===== src/logic/calc_ctrl_pkg.sv =====
package calc_ctrl_pkg;

    // Controller FSM states
    typedef enum logic [2:0] {
        GET_FIRST   = 3'd0,   // Entering first operand
        GET_SECOND  = 3'd1,   // Entering second operand
        LAUNCH      = 3'd2,   // Fire start pulse
        WAIT_RESULT = 3'd3,   // Wait for unit finish
        SHOW_RESULT = 3'd4    // Load display
    } ctrl_state_t;

endpackage


===== src/logic/calc_data_pkg.sv =====
package calc_data_pkg;

    // Operand, result and display value
    typedef logic [15:0] operand_t;

    // Raw code from the keypad bus
    typedef logic [3:0] key_code_t;

    // Decoded decimal digit, 0 to 9
    typedef logic [3:0] digit_t;

    // One-hot operator select
    typedef logic [2:0] op_code_t;

    localparam op_code_t OP_ADD = 3'b001;
    localparam op_code_t OP_SUB = 3'b010;
    localparam op_code_t OP_MUL = 3'b100;

    localparam key_code_t KEY_NONE = 4'd0;    // No key pressed
    localparam key_code_t KEY_ZERO = 4'd10;   // Digit 0 sits above 1 to 9

endpackage


===== src/logic/add_sub_unit.sv =====
`timescale 1ns/1ns

module add_sub_unit
    import calc_data_pkg::*;
#(
    parameter int WIDTH = 16
) (
    input  logic     clk,
    input  logic     nRST,
    input  logic     start,
    input  logic     sub,
    input  operand_t in1,
    input  operand_t in2,
    output operand_t result,
    output logic     finish
);

    logic [WIDTH-1:0] sum_diff;

    // Both directions wrap at WIDTH bits
    assign sum_diff = sub ? WIDTH'(in1 - in2) : WIDTH'(in1 + in2);

    always_ff @(posedge clk or negedge nRST) begin
        if (!nRST) begin
            finish <= 1'b0;
        end else begin
            finish <= start;                  // Single cycle latency
        end
    end

    // Held until the next start
    always_ff @(posedge clk) begin
        if (start) begin
            result <= sum_diff;
        end
    end

endmodule


===== src/logic/calc_controller.sv =====
`timescale 1ns/1ns

module calc_controller
    import calc_data_pkg::*, calc_ctrl_pkg::*;
(
    input  logic     clk,
    input  logic     nRST,
    input  op_code_t operator_input,
    input  logic     equal_input,
    input  logic     add_finish,
    input  logic     mult_finish,
    input  operand_t add_result,
    input  operand_t mult_result,
    output logic     first_enable,
    output logic     second_enable,
    output logic     operand_clear,
    output logic     add_start,
    output logic     sub,
    output logic     mult_start,
    output logic     complete,
    output operand_t display_output
);

    ctrl_state_t state;
    ctrl_state_t next_state;
    op_code_t    op_latched;          // Operator captured at press time
    logic        op_valid;
    logic        is_mult;
    logic        unit_finish;

    assign op_valid    = operator_input inside {OP_ADD, OP_SUB, OP_MUL};
    assign is_mult     = (op_latched == OP_MUL);
    assign unit_finish = is_mult ? mult_finish : add_finish;

    // Next state
    always_comb begin
        next_state = state;
        case (state)
            GET_FIRST: begin
                if (op_valid) begin
                    next_state = GET_SECOND;
                end
            end
            GET_SECOND: begin
                if (equal_input) begin
                    next_state = LAUNCH;
                end
            end
            LAUNCH: begin
                next_state = WAIT_RESULT;
            end
            WAIT_RESULT: begin
                if (unit_finish) begin
                    next_state = SHOW_RESULT;
                end
            end
            SHOW_RESULT: begin
                next_state = GET_FIRST;
            end
            default: begin
                next_state = GET_FIRST;
            end
        endcase
    end

    always_ff @(posedge clk or negedge nRST) begin
        if (!nRST) begin
            state          <= GET_FIRST;
            op_latched     <= '0;
            add_start      <= 1'b0;
            mult_start     <= 1'b0;
            complete       <= 1'b0;
            display_output <= '0;
        end else begin
            state <= next_state;
            if (state == GET_FIRST && op_valid) begin
                op_latched <= operator_input;
            end
            // Only one unit gets the pulse
            add_start  <= (state == LAUNCH) && !is_mult;
            mult_start <= (state == LAUNCH) && is_mult;
            complete   <= (state == SHOW_RESULT);
            if (state == SHOW_RESULT) begin
                display_output <= is_mult ? mult_result : add_result;
            end
        end
    end

    assign first_enable  = (state == GET_FIRST);
    assign second_enable = (state == GET_SECOND);
    assign operand_clear = (state == SHOW_RESULT);   // Operands restart at zero
    assign sub           = (op_latched == OP_SUB);

endmodule


===== src/logic/calc_top.sv =====
`timescale 1ns/1ns

module calc_top
    import calc_data_pkg::*;
#(
    parameter int WIDTH = 16
) (
    input  logic      clk,
    input  logic      nRST,
    input  key_code_t keypad_input,
    input  op_code_t  operator_input,
    input  logic      equal_input,
    output logic      complete,
    output operand_t  display_output
);

    operand_t first_value;
    operand_t second_value;
    operand_t add_result;
    operand_t mult_result;
    logic     first_enable;
    logic     second_enable;
    logic     operand_clear;
    logic     add_start;
    logic     sub;
    logic     mult_start;
    logic     add_finish;
    logic     mult_finish;

    digit_entry #(.WIDTH(WIDTH)) first_entry_inst (
        .clk          (clk),
        .nRST         (nRST),
        .enable       (first_enable),
        .clear        (operand_clear),
        .keypad_input (keypad_input),
        .value        (first_value)
    );

    digit_entry #(.WIDTH(WIDTH)) second_entry_inst (
        .clk          (clk),
        .nRST         (nRST),
        .enable       (second_enable),
        .clear        (operand_clear),
        .keypad_input (keypad_input),
        .value        (second_value)
    );

    add_sub_unit #(.WIDTH(WIDTH)) add_sub_inst (
        .clk    (clk),
        .nRST   (nRST),
        .start  (add_start),
        .sub    (sub),
        .in1    (first_value),
        .in2    (second_value),
        .result (add_result),
        .finish (add_finish)
    );

    seq_multiplier #(.WIDTH(WIDTH)) mult_inst (
        .clk    (clk),
        .nRST   (nRST),
        .start  (mult_start),
        .in1    (first_value),
        .in2    (second_value),
        .result (mult_result),
        .finish (mult_finish)
    );

    calc_controller ctrl_inst (
        .clk            (clk),
        .nRST           (nRST),
        .operator_input (operator_input),
        .equal_input    (equal_input),
        .add_finish     (add_finish),
        .mult_finish    (mult_finish),
        .add_result     (add_result),
        .mult_result    (mult_result),
        .first_enable   (first_enable),
        .second_enable  (second_enable),
        .operand_clear  (operand_clear),
        .add_start      (add_start),
        .sub            (sub),
        .mult_start     (mult_start),
        .complete       (complete),
        .display_output (display_output)
    );

endmodule


===== src/logic/digit_entry.sv =====
`timescale 1ns/1ns

module digit_entry
    import calc_data_pkg::*;
#(
    parameter int WIDTH = 16
) (
    input  logic      clk,
    input  logic      nRST,
    input  logic      enable,
    input  logic      clear,
    input  key_code_t keypad_input,
    output operand_t  value
);

    key_code_t        prev_key;      // Key code seen last cycle
    logic             key_press;
    logic             valid_digit;
    digit_t           digit;
    logic [WIDTH-1:0] acc_next;

    // Only a transition from no key counts as a press
    assign key_press   = (keypad_input != KEY_NONE) && (prev_key == KEY_NONE);
    assign valid_digit = (keypad_input != KEY_NONE) && (keypad_input <= KEY_ZERO);
    assign digit       = (keypad_input == KEY_ZERO) ? digit_t'(0) : digit_t'(keypad_input);

    // Shift one decimal place and add the new digit
    assign acc_next = WIDTH'(value * 10 + digit);

    always_ff @(posedge clk or negedge nRST) begin
        if (!nRST) begin
            prev_key <= KEY_NONE;
            value    <= '0;
        end else begin
            prev_key <= keypad_input;
            if (clear) begin
                value <= '0;                  // Clear wins over a key press
            end else if (enable && key_press && valid_digit) begin
                value <= acc_next;
            end
        end
    end

endmodule


===== src/logic/seq_multiplier.sv =====
`timescale 1ns/1ns

module seq_multiplier
    import calc_data_pkg::*;
#(
    parameter int WIDTH = 16
) (
    input  logic     clk,
    input  logic     nRST,
    input  logic     start,
    input  operand_t in1,
    input  operand_t in2,
    output operand_t result,
    output logic     finish
);

    localparam int CNT_W = $clog2(WIDTH + 1);

    logic [WIDTH-1:0] mcand;          // Shifts left each step
    logic [WIDTH-1:0] mplier;         // Shifts right each step
    logic [WIDTH-1:0] acc;            // Low bits of partial product
    logic [CNT_W-1:0] count;          // Steps still to run, 0 when idle

    // Control path
    always_ff @(posedge clk or negedge nRST) begin
        if (!nRST) begin
            count  <= '0;
            finish <= 1'b0;
        end else begin
            finish <= 1'b0;
            if (start) begin
                count <= CNT_W'(WIDTH - 1);   // Bit 0 handled on load
            end else if (count != '0) begin
                count <= count - 1'b1;
                if (count == CNT_W'(1)) begin
                    finish <= 1'b1;           // Last bit done
                end
            end
        end
    end

    // Datapath
    // The load cycle already processes multiplier bit 0, so finish
    // lands exactly WIDTH cycles after start
    always_ff @(posedge clk) begin
        if (start) begin
            acc    <= in2[0] ? WIDTH'(in1) : '0;
            mcand  <= WIDTH'(in1) << 1;
            mplier <= WIDTH'(in2) >> 1;
        end else if (count != '0) begin
            if (mplier[0]) begin
                acc <= acc + mcand;           // Wraps modulo 2^WIDTH
            end
            mcand  <= mcand << 1;
            mplier <= mplier >> 1;
        end
    end

    assign result = acc;

endmodule

===== config.mk =====
export PLATFORM = sky130hd
export DESIGN_NAME = calc_top
export DESIGN_NICKNAME = d
export VERILOG_FILES = /design/src/logic/calc_ctrl_pkg.sv /design/src/logic/calc_data_pkg.sv /design/src/logic/add_sub_unit.sv /design/src/logic/calc_controller.sv /design/src/logic/calc_top.sv /design/src/logic/digit_entry.sv /design/src/logic/seq_multiplier.sv
export SDC_FILE = /design/constraint.sdc
export NUM_CORES = 1
export LEC_CHECK = 0
export BUFFER_PORTS_ARGS = -buffer_cell sky130_fd_sc_hd__buf_2
export CAP_MARGIN = 15
export CORE_AREA = 2 2 152 154
export DETAILED_ROUTE_END_ITERATION = 10
export DIE_AREA = 0 0 154 156
export PLACE_DENSITY_LB_ADDON = 0.25
export SETUP_SLACK_MARGIN = 0.3
export SYNTH_ARGS = -nofsm -noshare
export SYNTH_HDL_FRONTEND = slang
export SYNTH_SLANG_ARGS = --single-unit

===== constraint.sdc =====
create_clock -name clk -period 5.85 [get_ports clk]
set_input_delay 1.17 -clock clk [delete_from_list [all_inputs] [get_ports clk]]
set_output_delay 1.17 -clock clk [all_outputs]
set_load 0.01 [all_outputs]

Word-level counts from Yosys, hierarchy flattened. Cells that the tools add are included. W data, S select, Z words.

Flip-flop bits (word level): 130. Bits of input ports: 10. Output and inout port bits: 17.

Add/sub/neg operators: 6. Multipliers: 2. $lt $le $gt $ge: 1. Equality and inequality tests: 14. Muxes and demuxes: 25. Reductions and logical operators: 21.

Operators with widths (number): $mux W16 (12); $add A16 B16 Y16 (2); $add A16 B4 Y16 (2); $mul A16 B3 Y15 const B (2); $mux W15 (2); $sub A16 B16 Y16 (1); $eq A3 B2 Y1 const B (4); $pmux W3 S4 (1); $mux W5 (2); $eq A3 B3 Y1 const B (3); $logic_and A1 B1 Y1 (9); $mux W3 (3); $reduce_bool A2 Y1 (4); $eq A3 B1 Y1 const B (2); $eq A5 B1 Y1 const B (1); $reduce_bool A5 Y1 (1); $sub A5 B1 Y5 const B (1); $eq A4 B4 Y1 const B (1); $le A4 B4 Y1 const B (1); $logic_not A4 Y1 (1); $mux W1 (4); $mux W4 (1); $ne A2 B1 Y1 const B (2); $reduce_bool A4 Y1 (1); other kinds (6) (6).

Depth between registers and ports, before layout.
Depth in word-level cells: 6. Depth in mapped cells: 14. Mapped depth without buffers: 14.

Hierarchy. From an unflattened synthesis, not the netlist that was laid out.

Cells, all modules: 915. Area, all modules: 9256.4 um^2.

Modules (own cells, without submodules): digit_entry (times used 2, cells an instance 197, area an instance 1783.0 um^2, seq. area each 500.5 um^2); seq_multiplier (times used 1, cells an instance 243, area an instance 2911.5 um^2, seq. area each 1531.5 um^2); add_sub_unit (times used 1, cells an instance 162, area an instance 1534.0 um^2, seq. area each 505.5 um^2); calc_controller (times used 1, cells an instance 116, area an instance 1244.9 um^2, seq. area each 625.6 um^2).

Worst setup path after synthesis. Ideal clock, no wire load.

Path type: in2reg. From: input port keypad_input[0]. To: register second_entry_inst.value[15]. Library setup time: 129 ps. Arrival time: 3087 ps. Required time: 5721 ps. Setup slack: 2634 ps. Stages: 12. Path through: nor2_1 > a21boi_0 > ha_1 > fa_1 > a21oi_1 > nor2b_1 > nand3_1 > nor4_2 > o2111ai_1 > nor3_2 > xnor2_1 > o21ai_1.

Cells in the longest elaborated chain, start to end: 5. Elaborated cells on any way between the ends: 12. Classes of those cells: add/sub (1); order compare (1); eq/ne (1); mux (3); reduce/logical (6).

Ends and longest elaborated chain: start: declaration (line calc_top.sv:10) `input key_code_t keypad_input,`; $eq A4 B4 Y1 / $reduce_bool A4 Y1 (equally long branches) (line digit_entry.sv:25, digit_entry.sv:23, digit_entry.sv:24); $mux W4 / $logic_and A1 B1 Y1 (equally long branches) (line digit_entry.sv:25, digit_entry.sv:23); $add A16 B4 Y16 / $logic_and A1 B1 Y1 (equally long branches) (line digit_entry.sv:28, digit_entry.sv:38); $mux W16 / $logic_and A1 B1 Y1 (equally long branches) (line digit_entry.sv:38) `end else if (enable && key_press && valid_digit) begin`; $mux W16 / $reduce_bool A2 Y1 (equally long branches); end signal: assignment (line digit_entry.sv:39) `value <= acc_next;`; end: declaration (line digit_entry.sv:13) `output operand_t value`.

Parallel ways exist; a longest one is shown, timed or not. The select of a mux whose other input is x is not followed. A chain may end at the register's enable or synchronous reset.

Final worst setup path.
From: register second_entry_inst.value[1]. To: register add_sub_inst.result[14], data pin.

Cells in the longest elaborated chain, start to end: 2. Elaborated cells on any way between the ends: 3. Classes of those cells: add/sub (2); mux (1).

Ends and longest elaborated chain: $add A16 B16 Y16 / $sub A16 B16 Y16 (equally long branches) (line add_sub_unit.sv:21) `assign sum_diff = sub ? WIDTH'(in1 - in2) : WIDTH'(in1 + in2);`; $mux W16 (*) (line add_sub_unit.sv:21); named net add_sub_inst.sum_diff[14] (line add_sub_unit.sv:18) `logic [WIDTH-1:0] sum_diff;`; end signal: assignment (line add_sub_unit.sv:34) `result <= sum_diff;`; end: declaration (line add_sub_unit.sv:14) `output operand_t result,`.

The timed path passes the listed nets; every way through them passes the cells marked *.

==> impl_results.rst <==
.. list-table::
   :header-rows: 1

   * - Metric
     - Value
   * - Main combinational cell family by area after synthesis
     - adder cells
   * - Number of nets still failing antenna checks after routing
     - 0
   * - Clk sink count
     - between 100 and 150
   * - Worst-Margin Slew
     - 0.972 ns
   * - Fraction of post-synthesis cell area in the top cell type by area
     - 21.7%
   * - Series of cell instances along the critical path
     - inv_1 > ha_1 > mux2i_1 > fa_1 > a21o_1 > a21oi_1 > o21ai_0 > a31oi_1 > o211ai_1 > a31o_2 > a21oi_1 > xnor2_1
   * - Ratio of cells with drive above 1 in the final layout
     - 13.1%
   * - Vias per std cell
     - 5.27
   * - Synthesis-to-finish area growth
     - 11.7%
   * - Net Count, Synth
     - 925
   * - Number of enable flip-flop cells after synthesis
     - 62
   * - Root Buffer Master
     - clkbuf_16
   * - Min Tclk post-route
     - approximately 3.4 ns
   * - Initial antenna violation count
     - 0
   * - Share of synthesized cell area in full adder, half adder and majority cells
     - 13.9%
   * - Most frequent CP cell
     - a21oi_1
   * - Crit path max fanout
     - 8
   * - Count of standard-cell rows
     - 55
   * - Die footprint
     - 24,000 um^2
   * - Total via count in the routed design
     - between 6k and 7k
   * - Number of unique standard cell types used by synthesis
     - 63
   * - Part of the Yosys area used for sequential elements
     - 41.5%
   * - Reg2reg setup slack
     - 2.50 ns
   * - Initial Util
     - 38.4%
   * - Setup WS post-layout
     - 2.50 ns
   * - Detailed-router iteration count before antenna repair
     - 4
   * - IO Pins
     - 27
   * - Max H-tree Level
     - 4
   * - Estimated wirelength of the detail-placed design
     - 13,300 um
   * - Worst vdd ir
     - 0.000117 V
   * - Slew margin rel.
     - 35.0%
   * - Clock skew after layout
     - 0.0182 ns
   * - Setup violations, final
     - 0
   * - Number of resized instances in the post-cts repair step
     - 0
   * - Post-synthesis share of cell area spent on and, or, nand and nor gates
     - approximately 14%
   * - Total routing usage reported by global routing
     - 15.8%
   * - Warning count from the yosys run
     - 0
   * - GR Overflow Total
     - 0
   * - Leakage power
     - between 4 and 5 nW
   * - Hold Buf Count CTS
     - 0
   * - First-pass GRT wire length
     - 30,000 um
   * - Cell with the biggest individual delay on the critical path
     - dfrtp_1
   * - Post-synthesis share of cell area spent on xor and xnor gates
     - 9.17%
   * - Outcome
     - finished clean
   * - Total wirelength of the detailed-routed design
     - 18,000 um
   * - Filler cell count in the final layout
     - 2,146
   * - Proportion of synthesized area in mux cells
     - 6.04%
   * - Clock tree from TritonCTS
     - done
   * - Port bufs
     - 26
   * - Worst slack at placement
     - approximately 2.1 ns
   * - WL/cell
     - 15.8 um
   * - Kind of end point of the critical path
     - flop
   * - Pwr Density
     - 212 nW/um^2
   * - Gate count of the mapped netlist
     - roughly 820
   * - Final #Nets
     - approximately 950
   * - Starting DRT DRC Count
     - 363
   * - CP max stage delay
     - 0.58 ns
   * - Crit start category
     - flop
   * - Post-CTS setup buffer count
     - 0
   * - Primary FF master, synth
     - dfrtp_1
   * - Max-cap violations
     - 0
   * - Horizontal die dimension
     - between 150 and 200 um
   * - Die boundary height
     - 156 um
   * - Data required, critical path
     - 6.02 ns
   * - Setup CP Type
     - flop to flop
   * - Clock latency on the worst-skew pair
     - 0.43 ns
   * - Number of CTS-inserted buffers
     - 17
   * - Max Transition Viols Final
     - 0
   * - Dominant cell type by area after synthesis
     - edfxtp_1
   * - Total of flip-flops plus latches after synthesis
     - 130
   * - Period utilisation layout
     - 57.3%
   * - Top layer used by detailed routing
     - met4
   * - Total chip power
     - 2.03 mW
   * - Final hold slack
     - 0.524 ns
   * - Final hold violation count
     - 0
   * - Fraction of the mapped netlist area in compound gates
     - 13.1%
   * - Maximum buffer depth of the clock tree
     - 2
   * - Average cell area after synthesis
     - 10.4 um^2
   * - Gpl congestion
     - around 0.8
   * - Critical path data arrival time
     - 3.52 ns
   * - # DRC
     - 0
   * - Number of global-route vias before repair
     - 5,946
   * - Met1 wire length
     - 9070 um
   * - Mapped cell area
     - 8580 um^2
   * - Routed length on met3
     - between 400 and 500 um
   * - Ranking of synthesized cells by area
     - edfxtp_1 22%, dfrtp_1 20%, ha_1 13%, xnor2_1 6.0%, mux2_2 3.9%
   * - Type of the worst min-delay path
     - flop to flop
   * - Clk pin slew, worst setup/hold paths
     - 0.06 ns
   * - WL met2
     - between 8000 and 9000 um
   * - Largest net degree at the start of global routing
     - 69
   * - RSZ-0062 raised after global routing
     - no
   * - Number of antenna repair diodes
     - 0
   * - Maximum achievable frequency
     - 298 MHz
   * - Total core area
     - 22,400 um^2
   * - Accumulated negative setup slack
     - 0 ns
   * - Post-layout utilization of the core
     - 42.8%
   * - Fraction of synthesis flops using an asynchronous set or reset pin
     - 52.3%
## worst max-delay path, delay by kind of cell, from the launching register on
family          cells  cell delay, ns
xor+xnor            1            0.09
fa+ha+maj           2            0.74
compound gates      7            1.49
buf+inv             1            0.08
mux                 1            0.11
flops               1            0.58
## state kept, by name, summed over array words and instances, names as in the netlist
| register | flops |
|---|---|
| ctrl_inst.state | 3 |
| mult_inst.finish | 1 |
| second_entry_inst.value | 16 |
| mult_inst.result | 16 |
| add_sub_inst.result | 16 |
| mult_inst.mplier | 15 |
| ctrl_inst.add_start | 1 |
| mult_inst.count | 5 |
| ctrl_inst.display_output | 16 |
| mult_inst.mcand | 15 |
| ctrl_inst.mult_start | 1 |
| ctrl_inst.op_latched | 3 |
| add_sub_inst.finish | 1 |
| ctrl_inst.complete | 1 |
| first_entry_inst.value | 16 |
| second_entry_inst.prev_key | 4 |
## placed cells by master (no fill, tap or decap), types with 5 or more instances in the layout
| cell type | instances |
|---|---|
| clkbuf_16 | 17 |
| nand3_1 | 40 |
| and3_1 | 7 |
| inv_1 | 25 |
| o21a_1 | 5 |
| o31ai_1 | 8 |
| nand3b_1 | 6 |
| xor2_1 | 29 |
| ha_1 | 86 |
| a211oi_1 | 5 |
| a21oi_1 | 50 |
| o21ai_1 | 6 |
| xnor2_1 | 59 |
| nor3_1 | 16 |
| fa_1 | 6 |
| nor2_1 | 61 |
| mux2i_1 | 18 |
| edfxtp_1 | 62 |
| and2_1 | 10 |
| o21ai_0 | 55 |
| nand2b_1 | 6 |
| or3_1 | 6 |
| nor2b_1 | 5 |
| buf_4 | 5 |
| nand2_1 | 48 |
| a21o_1 | 16 |
| dfrtp_1 | 67 |
| mux2_2 | 30 |
| buf_2 | 26 |
## where the power goes
part / leakage (nW) / switching, mW / internal [mW]
Sequential: 1.39 / 0.000315 / 0.953
Combinational: 2.36 / 0.0172 / 0.00637
Clock: 0.282 / 0.422 / 0.632
Total: 4.04 / 0.439 / 1.59
## cell families after synthesis
family                   count (synthesis)
adder cells (fa/ha/maj)                 92
XOR/XNOR                                89
multiplexers                            48
AO/OA/AOI/OAI                          178
AND/OR/NAND/NOR                        233
flip-flops                             130
buffers and inverters                   53
## layout make-up
class / count / area [um^2] / area share, %
clock buffer: 18 / 429 / 4.48
timing repair buffer: 31 / 168 / 1.75
tap: 285 / 357 / 3.72
clock inverter: 14 / 155 / 1.62
multi-input combinational: 640 / 4820 / 50.3
sequential: 130 / 3560 / 37.2
inverter: 25 / 93.8 / 0.979
## metal layers
layer,global-route usage [%],vias to the layer above
li1,-,3053
met1,21.6,2868
met2,25.1,80
met3,3.06,25
met4,5.61,0
met5,0,-
## synth_stat cells, types with 4 or more instances
cell type / n
o21ai_1: 6
ha_1: 86
xor2_1: 29
o41ai_1: 4
and3_1: 7
nand2_1: 48
mux2_2: 30
o211ai_1: 4
nor2b_1: 5
fa_1: 6
a21o_1: 16
a211oi_1: 5
and2_1: 10
dfrtp_1: 68
nor3_1: 16
or3_1: 6
edfxtp_1: 62
a21oi_1: 50
nand2b_1: 6
clkbuf_1: 18
xnor2_1: 59
mux2i_1: 18
buf_2: 5
a21boi_0: 4
nor2_1: 61
buf_1: 5
o21ai_0: 55
o21a_1: 5
o31ai_1: 8
nand3b_1: 6
inv_1: 25
nand3_1: 40
## path summary, 6_finish.rpt
check / startpoint / to / depth (start not counted)
min in group asynchronous: nRST / ctrl_inst.display_output[14] / 2
max in group asynchronous: nRST / ctrl_inst.mult_start / 2
max reg2reg: second_entry_inst.value[1] / add_sub_inst.result[14] / 12
max: second_entry_inst.value[1] / add_sub_inst.result[14] / 12
min reg2reg: ctrl_inst.display_output[4] / ctrl_inst.display_output[4] / 2
min: ctrl_inst.display_output[4] / ctrl_inst.display_output[4] / 2
## through the flow
step / std cells / area (um^2)
2_1_floorplan: 823 / 8580
3_3_place_gp: 1111 / 9000
3_5_place_dp: 1111 / 9000
4_1_cts: 1143 / 9580
5_1_grt: 1143 / 9580
6_report: 1143 / 9580
Note: power is estimated with default switching activity, not from simulation.
